File: config.mk
export PLATFORM = sky130hd
export DESIGN_NAME = bus_arbiter
export DESIGN_NICKNAME = d
export VERILOG_FILES = /design/src/common/fetch_pkg.sv /design/src/hdl/bus_arbiter.sv
export VERILOG_INCLUDE_DIRS = /design/src /design/src/common
export SDC_FILE = /design/constraint.sdc
export NUM_CORES = 1
export LEC_CHECK = 0
export BUFFER_PORTS_ARGS = -buffer_cell sky130_fd_sc_hd__clkbuf_2
export CAP_MARGIN = 25
export CORE_AREA = 2 2 93 95
export CTS_CLUSTER_DIAMETER = 30
export CTS_CLUSTER_SIZE = 16
export DETAILED_ROUTE_END_ITERATION = 10
export DIE_AREA = 0 0 95 97
export HOLD_SLACK_MARGIN = 0.05
export PLACE_DENSITY = 0.48
export SYNTH_ARGS = -nofsm -noshare
export SYNTH_HDL_FRONTEND = slang
export SYNTH_SLANG_ARGS = --single-unit
File: constraint.sdc
create_clock -name i_clock -period 2.4 [get_ports i_clock]
set_input_delay 0.24 -clock i_clock [delete_from_list [all_inputs] [get_ports i_clock]]
set_output_delay 0.24 -clock i_clock [all_outputs]
set_load 0.03 [all_outputs]
File: src/common/fetch_params.svh
`ifndef FETCH_PARAMS_SVH
`define FETCH_PARAMS_SVH

// Cache index bits, 64 lines.
`define FETCH_INDEX_BITS 6

// Memory word address width, 1024 words.
`define MEM_ADDRESS_BITS 10

// Wait cycles before the memory answers.
`define MEM_WAIT_CYCLES 3

`endif

File: src/common/fetch_pkg.sv
package fetch_pkg;

	// Instruction cache controller.
	typedef enum logic [1:0] {
		CACHE_CLEAR  = 2'd0,
		CACHE_LOOKUP = 2'd1,
		CACHE_FILL   = 2'd2
	} cache_state_t;

	// Bus ownership.
	typedef enum logic [1:0] {
		ARB_IDLE  = 2'd0,
		ARB_FETCH = 2'd1,
		ARB_DATA  = 2'd2
	} arbiter_state_t;

	// Memory access sequence.
	typedef enum logic [1:0] {
		MEM_IDLE = 2'd0,
		MEM_WAIT = 2'd1,
		MEM_DONE = 2'd2
	} memory_state_t;

	// Operation carried with a bus request.
	typedef enum logic {
		BUS_READ  = 1'b0,
		BUS_WRITE = 1'b1
	} bus_op_t;

endpackage

File: src/hdl/bus_arbiter.sv
`timescale 1ns/1ns
`include "fetch_params.svh"

module bus_arbiter (
	input  logic                         i_clock,
	input  logic                         i_reset,

	input  logic                         i_fetch_request,
	input  logic [31:0]                  i_fetch_address,
	output logic                         o_fetch_ready,
	output logic [31:0]                  o_fetch_rdata,

	input  logic                         i_data_request,
	input  fetch_pkg::bus_op_t           i_data_op,
	input  logic [31:0]                  i_data_address,
	input  logic [31:0]                  i_data_wdata,
	output logic                         o_data_ready,
	output logic [31:0]                  o_data_rdata,

	output logic                         o_mem_request,
	output logic                         o_mem_write,
	output logic [`MEM_ADDRESS_BITS-1:0] o_mem_address,
	output logic [31:0]                  o_mem_wdata,
	input  logic                         i_mem_ready,
	input  logic [31:0]                  i_mem_rdata
);

	fetch_pkg::arbiter_state_t state;
	fetch_pkg::arbiter_state_t next_state;

	// High when the data port had the last grant.
	logic last_data;
	logic grant_fetch;
	logic owner_fetch;
	logic owner_data;

	assign grant_fetch = i_fetch_request && (!i_data_request || last_data);

	always_comb begin
		next_state = state;
		owner_fetch = 1'b0;
		owner_data = 1'b0;

		case (state)
			fetch_pkg::ARB_IDLE: begin
				if (grant_fetch) begin
					owner_fetch = 1'b1;
					next_state = fetch_pkg::ARB_FETCH;
				end else if (i_data_request) begin
					owner_data = 1'b1;
					next_state = fetch_pkg::ARB_DATA;
				end
			end
			fetch_pkg::ARB_FETCH: begin
				owner_fetch = 1'b1;
				if (i_mem_ready) next_state = fetch_pkg::ARB_IDLE;
			end
			fetch_pkg::ARB_DATA: begin
				owner_data = 1'b1;
				if (i_mem_ready) next_state = fetch_pkg::ARB_IDLE;
			end
			default: next_state = fetch_pkg::ARB_IDLE;
		endcase
	end

	always_ff @(posedge i_clock) begin
		if (i_reset) begin
			state <= fetch_pkg::ARB_IDLE;
			last_data <= 1'b0;
		end else begin
			state <= next_state;
			if (state == fetch_pkg::ARB_IDLE && (owner_fetch || owner_data)) begin
				last_data <= owner_data;
			end
		end
	end

	// Steer the owner to memory, byte address to word address.
	assign o_mem_request = (owner_fetch && i_fetch_request) || (owner_data && i_data_request);
	assign o_mem_write = owner_data && (i_data_op == fetch_pkg::BUS_WRITE);
	assign o_mem_address = owner_data ? i_data_address[`MEM_ADDRESS_BITS+1:2] :
		i_fetch_address[`MEM_ADDRESS_BITS+1:2];
	assign o_mem_wdata = i_data_wdata;

	assign o_fetch_ready = owner_fetch && i_mem_ready;
	assign o_data_ready = owner_data && i_mem_ready;
	assign o_fetch_rdata = owner_fetch ? i_mem_rdata : 32'h0;
	assign o_data_rdata = owner_data ? i_mem_rdata : 32'h0;

	// Each memory ready goes to exactly one port.
	a_single_ready: assert property (@(posedge i_clock) disable iff (i_reset)
		i_mem_ready |-> (o_fetch_ready != o_data_ready));

endmodule

==> out/metrics.yaml <==
run_status:
  outcome: "completed"
sta:
  tightest_slew_ns: 0.382
  hold_viol_final: 0
  rsz0062_at_grt: "false"
  setup_viol: 0
  skew_ns: 0.00183
  fin_crit_sh_pct: 91.1
  relSlewSlack_pct: 73.9
  tns_ns: 0
  maxSlewViolCount: 0
  timing.final.ws_setup_ns: 0.213
  layout_min_cycle_time_ns: 2.19
  fmax_ghz: 0.457
power:
  combPwrFrac_pct: 81.0
  power.switching_w: 0.000644
  vdd.ir_drop.worst_v: 0.000333
  switching_share_pct: 58.7
  p_clk_share_pct: 13.2
  power_frac_seq_pct: 5.8
  p_leak_nw: 0.901
  power_density_nw_per_um2: 653
  internal_power_w: 0.000453
cts:
  clock_path_buffers: 2
  cts_tree: "done"
  path_clk_slew_ns: 0.03
  cts-root-buf: "clkbuf_8"
  clk-insertion-delay-late_ns: 0.21
  cts_inserted_buffers: 3
  ctsResizeCount: 0
  h-tree-depth: 1
  cts.sinks: 3
route:
  drt-pass1-iter-count: 4
  ant_nets: 0
  drt-met1-wl_um: 1150
  vias: 1252
  route.detailed.drc: 0
  wirelength_um: 3600
  wire_per_inst_um: 10.2
  top_layer: "met4"
  drtIter0Drc: 15
  via_per_inst: 3.56
  route.met2.wl_um: 2030
  dr_wl_met3_um: 409
worst_setup_path:
  crit_type: "reg2out"
  crit_arrival_ns: 1.95
  r2r-start: "state[0]"
  worstPathRequired_ns: 2.16
  startpoint: "state[0]"
  start_kind: "flop"
  worstPathMaxFanout: 41
  cp-end-kind: "output port"
global_routing:
  antenna_found_initial: 0
  grtUsageTotal_pct: 6.38
  grt_pass1_wl_um: 4750
  grt_max_degree: 42
  overflow: 0
  grt_pass1_vias: 1079
flow_run:
  drv_cap: 0
floorplanning:
  rows: 33
  die_h_um: 97
  io_pins: 244
  start_util_pct: 12.9
  die_x_um: 95
  fp.coreArea_um2: 8130
  dieArea_um2: 9220
finish:
  multi_input_area_um2: 707
  nFillCells: 930
  mostFrequentLayoutCell: "clkbuf_2"
  regArea_um2: 60.1
  fin_nets: 385
  syn2layout_area_growth_pct: 59.7
  final_cell_mix: "clkbuf_2, nor2b_1, mux2_2"
  drive_gt1_share_pct: 61.1
  num_antenna_cells: 0
yosys:
  yosysUniqueCellTypes: 23
  avgSynthCellArea_um2: 7.36
  syn-num-nets: 280
  synth-seq-cells: 3
  synth_warnings: 0
  postSynthCellCount: 143
  syn_area_um2: 1050
  yosysSeqAreaShare_pct: 5.71
min_path:
  hold_class: "in2reg"
  hp-start: "i_reset"
place:
  numPortBuffers: 135
  post-place-ws_ns: 0.273
  hpwl_um: 3160
  gp_congestion: 0.755
==> per-layer routing <==
metal  GRT usage (%)  vias to the layer above
li1                -                      628
met1            4.72                      534
met2            14.5                       88
met3            1.95                        2
met4            1.23                        0
met5               0                        -
==> metrics by stage <==
stage	power, W	instance area (um2)	cells	hold WS, ns	util (%)
after CTS	0.00111	1670	351	0.221	20.6
after detailed placement	0.000963	1630	347	0.447	20.0
after floorplan	0.000784	1050	143	0.309	-
after global routing	0.00117	1680	352	0.241	20.7
final	0.00110	1680	352	0.222	20.7
after global placement	0.000959	1630	347	0.449	20.0
==> cells in the mapped netlist, drive strengths merged <==
| cell | instances | share of area (%) |
|---|---|---|
| buf | 39 | 27 |
| nand2 | 1 | 0.36 |
| nand3b | 1 | 0.71 |
| inv | 5 | 1.8 |
| o21ai | 2 | 0.95 |
| dfxtp | 3 | 5.7 |
| ha | 3 | 3.6 |
| a2111oi | 1 | 0.83 |
| nor3b | 1 | 0.71 |
| nand2b | 1 | 0.59 |
| o21a | 1 | 0.71 |
| o22ai | 1 | 0.59 |
| mux2 | 10 | 11 |
| o21ba | 1 | 0.95 |
| nor2b | 68 | 40 |
| a31oi | 2 | 2.6 |
| a21oi | 1 | 0.48 |
| nand4b | 1 | 0.83 |
| o31ai | 1 | 0.71 |
==> final timing paths <==
kind	to	slack [ns]	cells past startpoint
worst max-delay path	o_mem_address[1]	0.21	6
worst min-delay path	state[0]	0.22	2
worst max register to register	state[1]	0.92	5
worst min register to register	state[0]	0.50	2
==> critical path, stage by stage, from the launching register on <==
cell and delay (ns):
dfxtp_1 0.34, inv_1 0.07, ha_1 0.30, a31oi_4 0.21, buf_12 0.24, mux2_2 0.37, clkbuf_2 0.20
==> area by class of cell <==
class | count | area share (%)
clock buffer | 4 | 2.68
inverter | 5 | 1.12
multi-input combinational | 96 | 42.1
sequential | 3 | 3.57
tap | 105 | 7.82
timing repair buffer | 139 | 42.7
==> cell families (layout without fill, tap and decap cells) <==
family	count (synthesis)	in the layout	synth area share [%]
and+or+nand+nor	73	73	43.6
buffers and inverters	44	148	28.5
AOI/OAI and AO/OA	10	10	7.85
muxes	10	10	10.7
adders and majority gates	3	3	3.57
DFF	3	3	5.71
==> registers in the layout (all words and copies together), names as in the netlist <==
register,count
state,2
last_data,1
==> power groups by stage <==
stage	clock (W)	sequential, W	combinational [W]
2_1_floorplan	0	0.0000633	0.000720
3_3_place_gp	0	0.0000646	0.000894
3_5_place_dp	0	0.0000650	0.000898
4_1_cts	0.000149	0.0000643	0.000899
5_1_grt	0.000154	0.0000660	0.000952
6_report	0.000145	0.0000642	0.000889
==> what timing repair did <==
action | in CTS | in global routing
setup endpoints to repair | 0 | 4
hold buffers | 0 | 0
buffers inserted | 0 | 1
(Power assumes the default switching activity.)
