`config.mk`:
```
export PLATFORM = sky130hd
export DESIGN_NAME = data_port
export DESIGN_NICKNAME = d
export VERILOG_FILES = /design/src/common/fetch_params.svh /design/src/common/fetch_pkg.sv /design/src/hdl/data_port.sv
export SDC_FILE = /design/constraint.sdc
export NUM_CORES = 1
export LEC_CHECK = 0
export ABC_AREA = 0
export BUFFER_PORTS_ARGS = -buffer_cell sky130_fd_sc_hd__buf_2
export CAP_MARGIN = 20
export CORE_ASPECT_RATIO = 0.9
export CORE_MARGIN = 8
export CORE_UTILIZATION = 41
export DETAILED_ROUTE_END_ITERATION = 10
export GPL_ROUTABILITY_DRIVEN = 0
export PLACE_DENSITY = 0.9
export SYNTH_ARGS = -nofsm -noshare
export SYNTH_HDL_FRONTEND = slang
export SYNTH_SLANG_ARGS = --single-unit
```
`constraint.sdc`:
```
create_clock -name i_clock -period 3.1 [get_ports i_clock]
set_input_delay 0.465 -clock i_clock [delete_from_list [all_inputs] [get_ports i_clock]]
set_output_delay 0.465 -clock i_clock [all_outputs]
set_load 0.02 [all_outputs]
```
`src/common/fetch_params.svh`:
```
`ifndef FETCH_PARAMS_SVH
`define FETCH_PARAMS_SVH

// Cache index bits, 64 lines.
`define FETCH_INDEX_BITS 6

// Memory word address width, 1024 words.
`define MEM_ADDRESS_BITS 10

// Wait cycles before the memory answers.
`define MEM_WAIT_CYCLES 3

`endif

```
`src/common/fetch_pkg.sv`:
```
package fetch_pkg;

	// Instruction cache controller.
	typedef enum logic [1:0] {
		CACHE_CLEAR  = 2'd0,
		CACHE_LOOKUP = 2'd1,
		CACHE_FILL   = 2'd2
	} cache_state_t;

	// Bus ownership.
	typedef enum logic [1:0] {
		ARB_IDLE  = 2'd0,
		ARB_FETCH = 2'd1,
		ARB_DATA  = 2'd2
	} arbiter_state_t;

	// Memory access sequence.
	typedef enum logic [1:0] {
		MEM_IDLE = 2'd0,
		MEM_WAIT = 2'd1,
		MEM_DONE = 2'd2
	} memory_state_t;

	// Operation carried with a bus request.
	typedef enum logic {
		BUS_READ  = 1'b0,
		BUS_WRITE = 1'b1
	} bus_op_t;

endpackage

```
`src/hdl/data_port.sv`:
```
`timescale 1ns/1ns

module data_port (
	input  logic                 i_clock,
	input  logic                 i_reset,
	input  logic                 i_data_strobe,
	input  logic                 i_data_write,
	input  logic [31:0]          i_data_address,
	input  logic [31:0]          i_data_wdata,
	output logic                 o_data_busy,
	output logic                 o_data_done,
	output logic [31:0]          o_data_rdata,
	output logic                 o_bus_request,
	output fetch_pkg::bus_op_t   o_bus_op,
	output logic [31:0]          o_bus_address,
	output logic [31:0]          o_bus_wdata,
	input  logic                 i_bus_ready,
	input  logic [31:0]          i_bus_rdata
);

	logic accept;

	assign accept = i_data_strobe && !o_data_busy;

	always_ff @(posedge i_clock) begin
		if (i_reset) begin
			o_data_busy <= 1'b0;
			o_data_done <= 1'b0;
			o_bus_request <= 1'b0;
		end else begin
			o_data_done <= 1'b0;
			if (accept) begin
				o_data_busy <= 1'b1;
				o_bus_request <= 1'b1;
			end else if (o_bus_request && i_bus_ready) begin
				o_data_busy <= 1'b0;
				o_bus_request <= 1'b0;
				o_data_done <= 1'b1;
			end
		end
	end

	// Access payload and load result.
	always_ff @(posedge i_clock) begin
		if (accept) begin
			o_bus_op <= i_data_write ? fetch_pkg::BUS_WRITE : fetch_pkg::BUS_READ;
			o_bus_address <= i_data_address;
			o_bus_wdata <= i_data_wdata;
		end
		if (o_bus_request && i_bus_ready && o_bus_op == fetch_pkg::BUS_READ) begin
			o_data_rdata <= i_bus_rdata;
		end
	end

	a_no_strobe_while_busy: assert property (@(posedge i_clock) disable iff (i_reset)
		o_data_busy |-> !i_data_strobe);

endmodule

```
==> run_results.csv, run 1 <==
group,metric,value,unit
run_status,status,"complete, no violations",
clock_tree,clockBufferDepth,2,
hold_path,hp-start,"i_reset",
timing,finalClockSkew,0.009245,ns
timing,rsz0062_at_grt,"no",
logic_synthesis,synth_area_leaders,"edfxtp_1, dfxtp_1, nor2_1",
timing,fin_crit_sh,51.69,%
clock_tree,cts_buffers,9,
power,power.density,609.8,nW/µm²
clock_tree,ctsHoldBuffers,0,
timing,setup_viol,0,
layout,antenna_cells,0,
clock_tree,cts.repair.resized,0,
global_route,grt_use_total,16.11,%
worst_setup_path,required,3.08,ns
route,antenna_left,0,
logic_synthesis,synth_nets,207,
clock_tree,clk_pin_slew,0.09,ns
power,p_sw_share,23.52,%
power,ir_drop,0.0004328,V
layout,layout-drive-gt1-share,68.11,%
route,wirelength,8304,µm
logic_synthesis,postSynthCellCount,106,
power,p_leak,1.849,nW
power,p_clk_share,31.6,%
worst_setup_path,reg2reg_from,"o_bus_request",
clock_tree,clock_sinks,99,
worst_setup_path,reg2reg_slack,1.50,ns
global_route,grt_max_degree,66,
placed_design,dp_hpwl,6853,µm
clock_tree,cts-root-buf,"clkbuf_8",
die,die_y,97.04,µm
clock_tree,htreeDepth,3,
logic_synthesis,synth_area_leader_cell,"edfxtp_1",
timing,finalHoldViolCount,0,
worst_setup_path,r2r_end,"o_bus_address[22]",
clock_tree,cts_tree,"built",
die,chipWidth,106.0,µm
logic_synthesis,synth_area,2992,µm²
hold_path,hp-class,"input port to flip-flop",
route,drc,0,
die,core,7076,µm²
global_route,grt_pass1_vias,2017,
worst_setup_path,ff2ff_path_depth,2,
route,wl_per_cell,19.96,µm
logic_synthesis,ys_types,7,
logic_synthesis,netlist.area_leader.share,97.37,%
logic_synthesis,ys_ff_latch,99,
die,row_count,29,
die,die_area,10290,µm²
placed_design,place_inst,400,
timing,fin_crit,1.602,ns
layout,final_cell_mix,"buf_2, edfxtp_1, clkbuf_8",
layout,nNetsFinal,419,
worst_setup_path,startpoint_type,"flip-flop",
timing,worst_pin_slew,0.7870,ns
power,p_sw,0.6209,mW
power,combPwrFrac,9.2,%
run,maxCapViolations,0,
clock_tree,post_cts_buffers,0,
global_route,antenna_found_initial,0,
clock_tree,clk_latency,0.35,ns
layout,final_cells,416,
route,drtIter0Drc,112,
layout,area_delta_synth_final,44.71,%
logic_synthesis,synth_seq_area_share,98.70,%
worst_setup_path,cp-end-kind,"flip-flop",
hold_path,min_to,"o_bus_request",
placed_design,portBuffers,200,
layout,final_common_cell,"buf_2",
logic_synthesis,yosysWarnings,0,
hold_path,holdPathStages,2,
worst_setup_path,worstPathMaxFanout,65,
power,power.internal,2.019,mW
worst_setup_path,worstPathArrival,1.59,ns
timing,slew_headroom,47.53,%
global_route,overflow,0,
timing,fmax,624.0,MHz
global_route,grt_pass1_wl,12110,µm
power,power_frac_seq,59.2,%
route,via_per_inst,4.452,
timing,report.final.slew_viol_count,0,
route,drt_first_pass_iters,4,
worst_setup_path,critical_path_class,"flip-flop to flip-flop",
route,num_vias,1852,
die,num_io_pins,201,
die,initial_core_util,42.28,%
timing,final.setup.tns,0,ns
logic_synthesis,avgSynthCellArea,28.22,µm²
[routing by layer]
| layer | part of all wire (%) | track usage (%) | vias to the layer above | wire length (µm) |
|---|---|---|---|---|
| met1 | 35 | 15.28 | 887 | 2917 |
| met5 | 0 | 0 | - | 0 |
| met2 | 55 | 29.47 | 107 | 4575 |
| met3 | 8.2 | 7.294 | 11 | 685 |
| met4 | 1.5 | 5.946 | 0 | 127 |
| li1 | - | - | 847 | - |
[worst max-delay path by stage]
stage | depth (start not counted) | start | to | slack, ns
4_1_cts | 2 | o_bus_request | o_bus_address[22] | 1.49
2_1_floorplan | 2 | o_bus_request | o_data_rdata[0] | 0.72
3_3_place_gp | 3 | i_data_strobe | o_bus_address[21] | 1.44
6_report | 2 | o_bus_request | o_bus_address[22] | 1.50
5_1_grt | 2 | o_bus_request | o_bus_address[22] | 1.42
3_5_place_dp | 3 | i_data_strobe | o_bus_address[8] | 1.40
[power by group through the flow]
stage,Sequential [mW],Clock [mW],Combinational (mW)
after global placement,1.59,0,0.237
after detailed placement,1.59,0,0.246
after global routing,1.57,0.907,0.257
after floorplan,1.68,0,0.0261
final,1.56,0.834,0.243
after CTS,1.56,0.859,0.247
[per-stage QoR]
step                hold WS (ns)  cell area, µm²  total power, mW  util (%)  worst slack, ns
detailed placement        0.5686            4119            1.841     58.21            1.403
global route              0.2402            4329            2.734     61.18            1.415
finish                    0.2759            4329            2.640     61.18            1.498
global placement          0.5434            4119            1.826     58.21            1.445
CTS                       0.2571            4329            2.670     61.18            1.494
floorplan                 0.5374            2992            1.702         -           0.7181
[area by class of cell]
class	count	area (µm²)
Multi-Input combinational cell	6	33.78
Fill cell	535	2746
Tap cell	93	116.4
Sequential cell	99	2953
Clock inverter	7	86.33
Timing Repair Buffer	202	1016
Clock buffer	9	123.9
[synth_stat cells]
cell	number
edfxtp_1	97
nor2_1	3
dfxtp_1	2
a211oi_1	1
and2b_2	1
buf_4	1
nand2_1	1
[cell families (layout without fill, tap and decap cells)]
group,Yosys count,count (layout),share of synthesized area (%)
flip-flops,99,99,98.70
buffers and inverters,1,218,0.2510
AO/OA/AOI/OAI,1,1,0.2510
AND/OR/NAND/NOR,5,5,0.7946
[registers in the layout (all words and copies together), names as in the netlist]
signal,count
o_bus_wdata,32
o_data_done,1
o_bus_address,32
o_data_rdata,32
o_bus_request,1
o_bus_op,1
[worst max-delay path, stage by stage (launching register included)]
cell and delay [ns]:
dfxtp_1 0.37, and2b_2 0.22, buf_4 0.62
Note: power is estimated with default switching activity, not from simulation.
==> run 2: changes to the inputs <==
--- a/config.mk
+++ b/config.mk
@@ -10,10 +10,10 @@
 export CAP_MARGIN = 20
 export CORE_ASPECT_RATIO = 0.9
 export CORE_MARGIN = 8
-export CORE_UTILIZATION = 41
+export CORE_UTILIZATION = 37
 export DETAILED_ROUTE_END_ITERATION = 10
 export GPL_ROUTABILITY_DRIVEN = 0
-export PLACE_DENSITY = 0.9
+export PLACE_DENSITY = 0.86
 export SYNTH_ARGS = -nofsm -noshare
 export SYNTH_HDL_FRONTEND = slang
 export SYNTH_SLANG_ARGS = --single-unit
==> constraint.sdc (replaced) <==
create_clock -name i_clock -period 1.35 [get_ports i_clock]
set_input_delay 0.2025 -clock i_clock [delete_from_list [all_inputs] [get_ports i_clock]]
set_output_delay 0.2025 -clock i_clock [all_outputs]
set_load 0.02 [all_outputs]
==> run 2 against run 1 <==
- clock power rose by 110%
- hold slack worse by 0.25 ns
- routed wire length is 7.1% higher
- cell count up 12%
- utilization shrank 0.73 points
- power is 130% higher
- final area up 11%
- maximum frequency up 27%
- via count grew 10%
- sequential power rose by 130%
- register-to-register slack worse by 1.4 ns
- critical endpoint is now o_bus_address[8]
- largest cell class unchanged
==> run_results.csv, run 2 (synthesis results as in run 1) <==
group,metric,value,unit
global_route,grt_pass1_vias,2097,
clock_tree,htreeDepth,3,
global_route,grt_pass1_wl,11790,µm
run_status,status,"complete, no violations",
worst_setup_path,startpoint_type,"flip-flop",
clock_tree,clockBufferDepth,2,
global_route,grt_max_degree,33,
placed_design,portBuffers,200,
route,wirelength,8891,µm
power,combPwrFrac,11.2,%
timing,rsz0062_at_grt,"no",
die,initial_core_util,37.62,%
die,row_count,31,
die,die_area,11220,µm²
worst_setup_path,required,1.40,ns
timing,report.final.slew_viol_count,0,
die,core,7951,µm²
die,chipWidth,110.8,µm
timing,fin_crit,1.261,ns
route,wl_per_cell,19.04,µm
worst_setup_path,path_buf_inv,1,
worst_setup_path,cp_top_family,"flip-flops",
layout,layout-drive-gt1-share,59.24,%
worst_setup_path,worstPathMaxFanout,30,
timing,setup_viol,0,
worst_setup_path,max_stage_delay,0.37,ns
layout,area_delta_synth_final,60.69,%
run,maxCapViolations,0,
power,ir_drop,0.001035,V
clock_tree,clk_pin_slew,0.09,ns
worst_setup_path,worstPathArrival,1.31,ns
clock_tree,clock_sinks,99,
power,power.internal,4.699,mW
global_route,grt_use_total,13.91,%
worst_setup_path,crit_chain,"and2b_4 > buf_12",
die,num_io_pins,201,
power,p_leak,2.031,nW
timing,fin_hold_ws,0.02770,ns
hold_path,hp-class,"input port to flip-flop",
route,antenna_left,0,
layout,final_common_cell,"buf_2",
placed_design,dp_hpwl,6110,µm
layout,nFillCells,565,
clock_tree,post_cts_buffers,0,
timing,fmax,793.3,MHz
timing,slew_headroom,86.19,%
global_route,overflow,0,
layout,nNetsFinal,464,
placed_design,pre_cts_ws,0.1028,ns
timing,setup_slack,0.08948,ns
layout,final_cell_mix,"buf_2, edfxtp_1, dlygate4sd3_1",
power,power_frac_seq,59.3,%
timing,worst_pin_slew,0.2059,ns
route,num_vias,2037,
clock_tree,clk_latency,0.35,ns
power,power.density,1259,nW/µm²
clock_tree,cts-root-buf,"clkbuf_8",
worst_setup_path,critical_path_class,"flip-flop to flip-flop",
layout,biggestRegsByFlops,"o_bus_address x32, o_bus_wdata x32, o_data_rdata x32",
route,via_per_inst,4.362,
route,drc,0,
worst_setup_path,cp-end-kind,"flip-flop",
route,drt_first_pass_iters,4,
power,p_sw_share,22.39,%
timing,finalHoldViolCount,0,
power,p_sw,1.355,mW
timing,finalClockSkew,0.006885,ns
layout,antenna_cells,0,
power,p_clk_share,29.5,%
route,drtIter0Drc,62,
clock_tree,cts_buffers,9,
global_route,antenna_found_initial,0,
die,die_y,101.3,µm
timing,fin_crit_sh,93.37,%
clock_tree,cts_tree,"built",
worst_setup_path,slowest_stage,"dfxtp_4",
==> run 2: changes by cell type in the layout (fill, tap and decap cells not counted), sizes merged <==
cell / delta
buf: +1
dlygate4sd3: +44
clkinv: -1
clkinvlp: +1
inv: -2
clkbuf: +2
==> run 2: cell type report <==
class	instances	area, µm²	area share, %
Tap cell	99	123.9	2.577
Timing Repair Buffer	247	1501	31.23
Multi-Input combinational cell	6	40.04	0.8329
Clock inverter	5	53.80	1.119
Clock buffer	11	131.4	2.733
Sequential cell	99	2957	61.50
==> run 2: path summary, 6_finish.rpt <==
check	cells past startpoint	start	slack (ns)	to
max	2	o_bus_request	0.09	o_bus_address[8]
min	1	i_data_wdata[26]	0.03	o_bus_wdata[26]
max reg2reg	2	o_bus_request	0.09	o_bus_address[8]
min reg2reg	1	o_bus_request	0.48	o_bus_request
==> run 2: repair_timing <==
item,4_1_cts,5_1_grt
endpoints found under the setup margin,0,0
hold buffers,11,33
hold endpoints to repair,11,33
gates resized for setup,0,0
==> run 2: routing by layer <==
metal | vias up | global-route usage, % | part of all wire [%]
li1 | 935 | - | -
met1 | 942 | 12.68 | 35
met2 | 151 | 21.52 | 47
met3 | 9 | 12.79 | 17
met4 | 0 | 5.290 | 1.1
met5 | - | 0 | 0
==> run 2: stage by stage <==
stage          TNS [ns]  total power [mW]  area (µm²)  std cells  utilization [%]
2_1_floorplan    -9.778             3.909        3004        106                -
3_3_place_gp          0             4.211        4182        407            52.59
3_5_place_dp          0             4.236        4182        407            52.59
4_1_cts               0             6.051        4477        434            56.30
5_1_grt               0             6.299        4807        467            60.46
6_report              0             6.054        4807        467            60.46
==> run 2: power by group through the flow <==
stage | clock network [mW] | registers (mW) | logic [mW]
after global routing | 1.97 | 3.60 | 0.726
after global placement | 0 | 3.65 | 0.565
final | 1.79 | 3.59 | 0.681
after CTS | 1.86 | 3.59 | 0.604
after detailed placement | 0 | 3.66 | 0.580
after floorplan | 0 | 3.85 | 0.0634
==> run 3: changes to the inputs <==
--- a/config.mk
+++ b/config.mk
@@ -6,14 +6,16 @@
 export NUM_CORES = 1
 export LEC_CHECK = 0
 export ABC_AREA = 0
-export BUFFER_PORTS_ARGS = -buffer_cell sky130_fd_sc_hd__buf_2
+export BUFFER_PORTS_ARGS = -buffer_cell sky130_fd_sc_hd__clkbuf_2
 export CAP_MARGIN = 20
+export CELL_PAD_IN_SITES_DETAIL_PLACEMENT = 1
+export CELL_PAD_IN_SITES_GLOBAL_PLACEMENT = 2
 export CORE_ASPECT_RATIO = 0.9
 export CORE_MARGIN = 8
-export CORE_UTILIZATION = 37
+export CORE_UTILIZATION = 24
 export DETAILED_ROUTE_END_ITERATION = 10
 export GPL_ROUTABILITY_DRIVEN = 0
-export PLACE_DENSITY = 0.86
+export PLACE_DENSITY = 0.85
 export SYNTH_ARGS = -nofsm -noshare
 export SYNTH_HDL_FRONTEND = slang
 export SYNTH_SLANG_ARGS = --single-unit
==> run 3 against run 2 <==
- final area fell by 5.5%
- clock power rose by 38%
- critical path depth did not move
- cell count rose by 3.6%
- combinational power fell by 15%
- critical endpoint is now o_bus_address[31]
- largest cell class unchanged
==> run_results.csv, run 3 (synthesis results as in run 1) <==
group,metric,value,unit
worst_setup_path,worstPathMaxFanout,40,
timing,fin_crit,1.201,ns
timing,fmax,832.8,MHz
worst_setup_path,reg2reg_from,"o_bus_request",
clock_tree,clockBufferDepth,2,
timing,setup_viol,0,
layout,biggestRegsByFlops,"o_bus_address x32, o_bus_wdata x32, o_data_rdata x32",
die,chipWidth,133.7,µm
worst_setup_path,startpoint_type,"flip-flop",
timing,final.setup.tns,0,ns
clock_tree,post_cts_buffers,0,
die,die_y,121.9,µm
layout,antenna_cells,0,
placed_design,portBuffers,200,
layout,final_cell_mix,"clkbuf_2, edfxtp_1, clkbuf_16",
layout,final_common_cell,"clkbuf_2",
global_route,grt_max_degree,41,
route,drtIter0Drc,64,
route,antenna_left,0,
route,wirelength,8768,µm
timing,rsz0062_at_grt,"no",
timing,finalHoldViolCount,0,
worst_setup_path,cp-end-kind,"flip-flop",
route,via_per_inst,3.760,
timing,finalClockSkew,0.005807,ns
clock_tree,htreeDepth,3,
hold_path,hp-start,"i_data_wdata[9]",
clock_tree,clk_latency,0.34,ns
die,num_io_pins,201,
timing,setup_slack,0.1492,ns
layout,area_delta_synth_final,51.86,%
die,die_area,16300,µm²
clock_tree,cts.repair.resized,0,
global_route,antenna_found_initial,0,
power,p_leak,1.942,nW
route,drc,0,
clock_tree,cts_tree,"built",
clock_tree,ctsHoldBuffers,0,
layout,layout-drive-gt1-share,67.59,%
layout,multi_input_area,40.04,µm²
worst_setup_path,path_buf_inv,1,
worst_setup_path,slowest_stage,"dfxtp_4",
route,num_vias,1820,
hold_path,holdPathStages,1,
timing,report.final.slew_viol_count,0,
worst_setup_path,required,1.38,ns
route,wl_per_cell,18.12,µm
timing,fin_crit_sh,88.95,%
clock_tree,clock_sinks,99,
die,initial_core_util,24.67,%
clock_tree,clk_pin_slew,0.07,ns
clock_tree,cts-root-buf,"clkbuf_16",
worst_setup_path,crit_chain,"and2b_4 > buf_12",
layout,final_core_util,37.47,%
clock_tree,cts_buffers,9,
run,maxCapViolations,0,
hold_path,min_to,"o_bus_wdata[9]",
worst_setup_path,path_depth,2,
global_route,grt_pass1_wl,12680,µm
global_route,grt_pass1_vias,2038,
power,ir_drop,0.0005376,V
global_route,grt_use_total,10.71,%
worst_setup_path,cp_top_family,"flip-flops",
power,power.density,1462,nW/µm²
timing,worst_pin_slew,0.2261,ns
run_status,status,"complete, no violations",
layout,nNetsFinal,420,
global_route,overflow,0,
worst_setup_path,critical_path_class,"flip-flop to flip-flop",
timing,slew_headroom,84.93,%
timing,fin_hold_ws,0.03371,ns
layout,final_cells,484,
die,core,12120,µm²
layout,nFillCells,1280,
route,drt_first_pass_iters,4,
worst_setup_path,ff2ff_path_depth,2,
layout,seqCellArea,2957,µm²
worst_setup_path,max_stage_delay,0.36,ns
placed_design,pre_cts_ws,0.1509,ns
worst_setup_path,r2r_end,"o_bus_address[31]",
placed_design,place_inst,468,
worst_setup_path,worstPathArrival,1.23,ns
hold_path,hp-class,"input port to flip-flop",
worst_setup_path,reg2reg_slack,0.15,ns
die,row_count,38,
## run 3: cell types whose count changed in the layout (fill, tap and decap cells not counted)
cell / delta
clkinv_2: +2
clkbuf_16: +9
clkinvlp_4: -1
clkbuf_2: +200
clkbuf_8: -9
clkbuf_1: -1
dlygate4sd3_1: -44
buf_2: -200
## run 3: worst max path at each step
| stage | from | to | slack (ns) |
|---|---|---|---|
| floorplan | o_bus_request | o_bus_address[0] | -0.11 |
| global placement | o_bus_request | o_bus_wdata[15] | 0.18 |
| detailed placement | o_bus_request | o_bus_wdata[15] | 0.15 |
| CTS | o_bus_request | o_bus_wdata[10] | 0.15 |
| global route | o_bus_request | o_bus_wdata[15] | 0.12 |
| finish | o_bus_request | o_bus_address[31] | 0.15 |
## run 3: area by class of cell
cell class	instances	area share (%)
flip-flops and latches	99	65.08
repair buffers	203	23.35
clock buffers	10	5.040
well taps	160	4.406
clock inverters	6	1.239
multi-input cells	6	0.8813
## run 3: metal layers
| metal | track usage (%) | up-vias | part of all wire, % |
|---|---|---|---|
| met3 | 4.444 | 11 | 7.2 |
| met4 | 5.256 | 0 | 1.9 |
| met2 | 19.45 | 81 | 56 |
| li1 | - | 847 | - |
| met5 | 0 | - | 0 |
| met1 | 10.41 | 881 | 35 |
## run 3: through the flow
stage	area [µm²]	total power [mW]
2_1_floorplan	3004	3.909
3_3_place_gp	4258	4.229
3_5_place_dp	4258	4.252
4_1_cts	4543	6.752
5_1_grt	4543	6.887
6_report	4543	6.642
## run 3: where the power goes
| group | switching (mW) | total, mW | internal [mW] | leakage, nW |
|---|---|---|---|---|
| Clock | 1.05 | 2.47 | 1.42 | 0.141 |
| Combinational | 0.361 | 0.577 | 0.216 | 0.871 |
| Sequential | 0.0407 | 3.59 | 3.55 | 0.930 |
| Total | 1.45 | 6.64 | 5.19 | 1.94 |
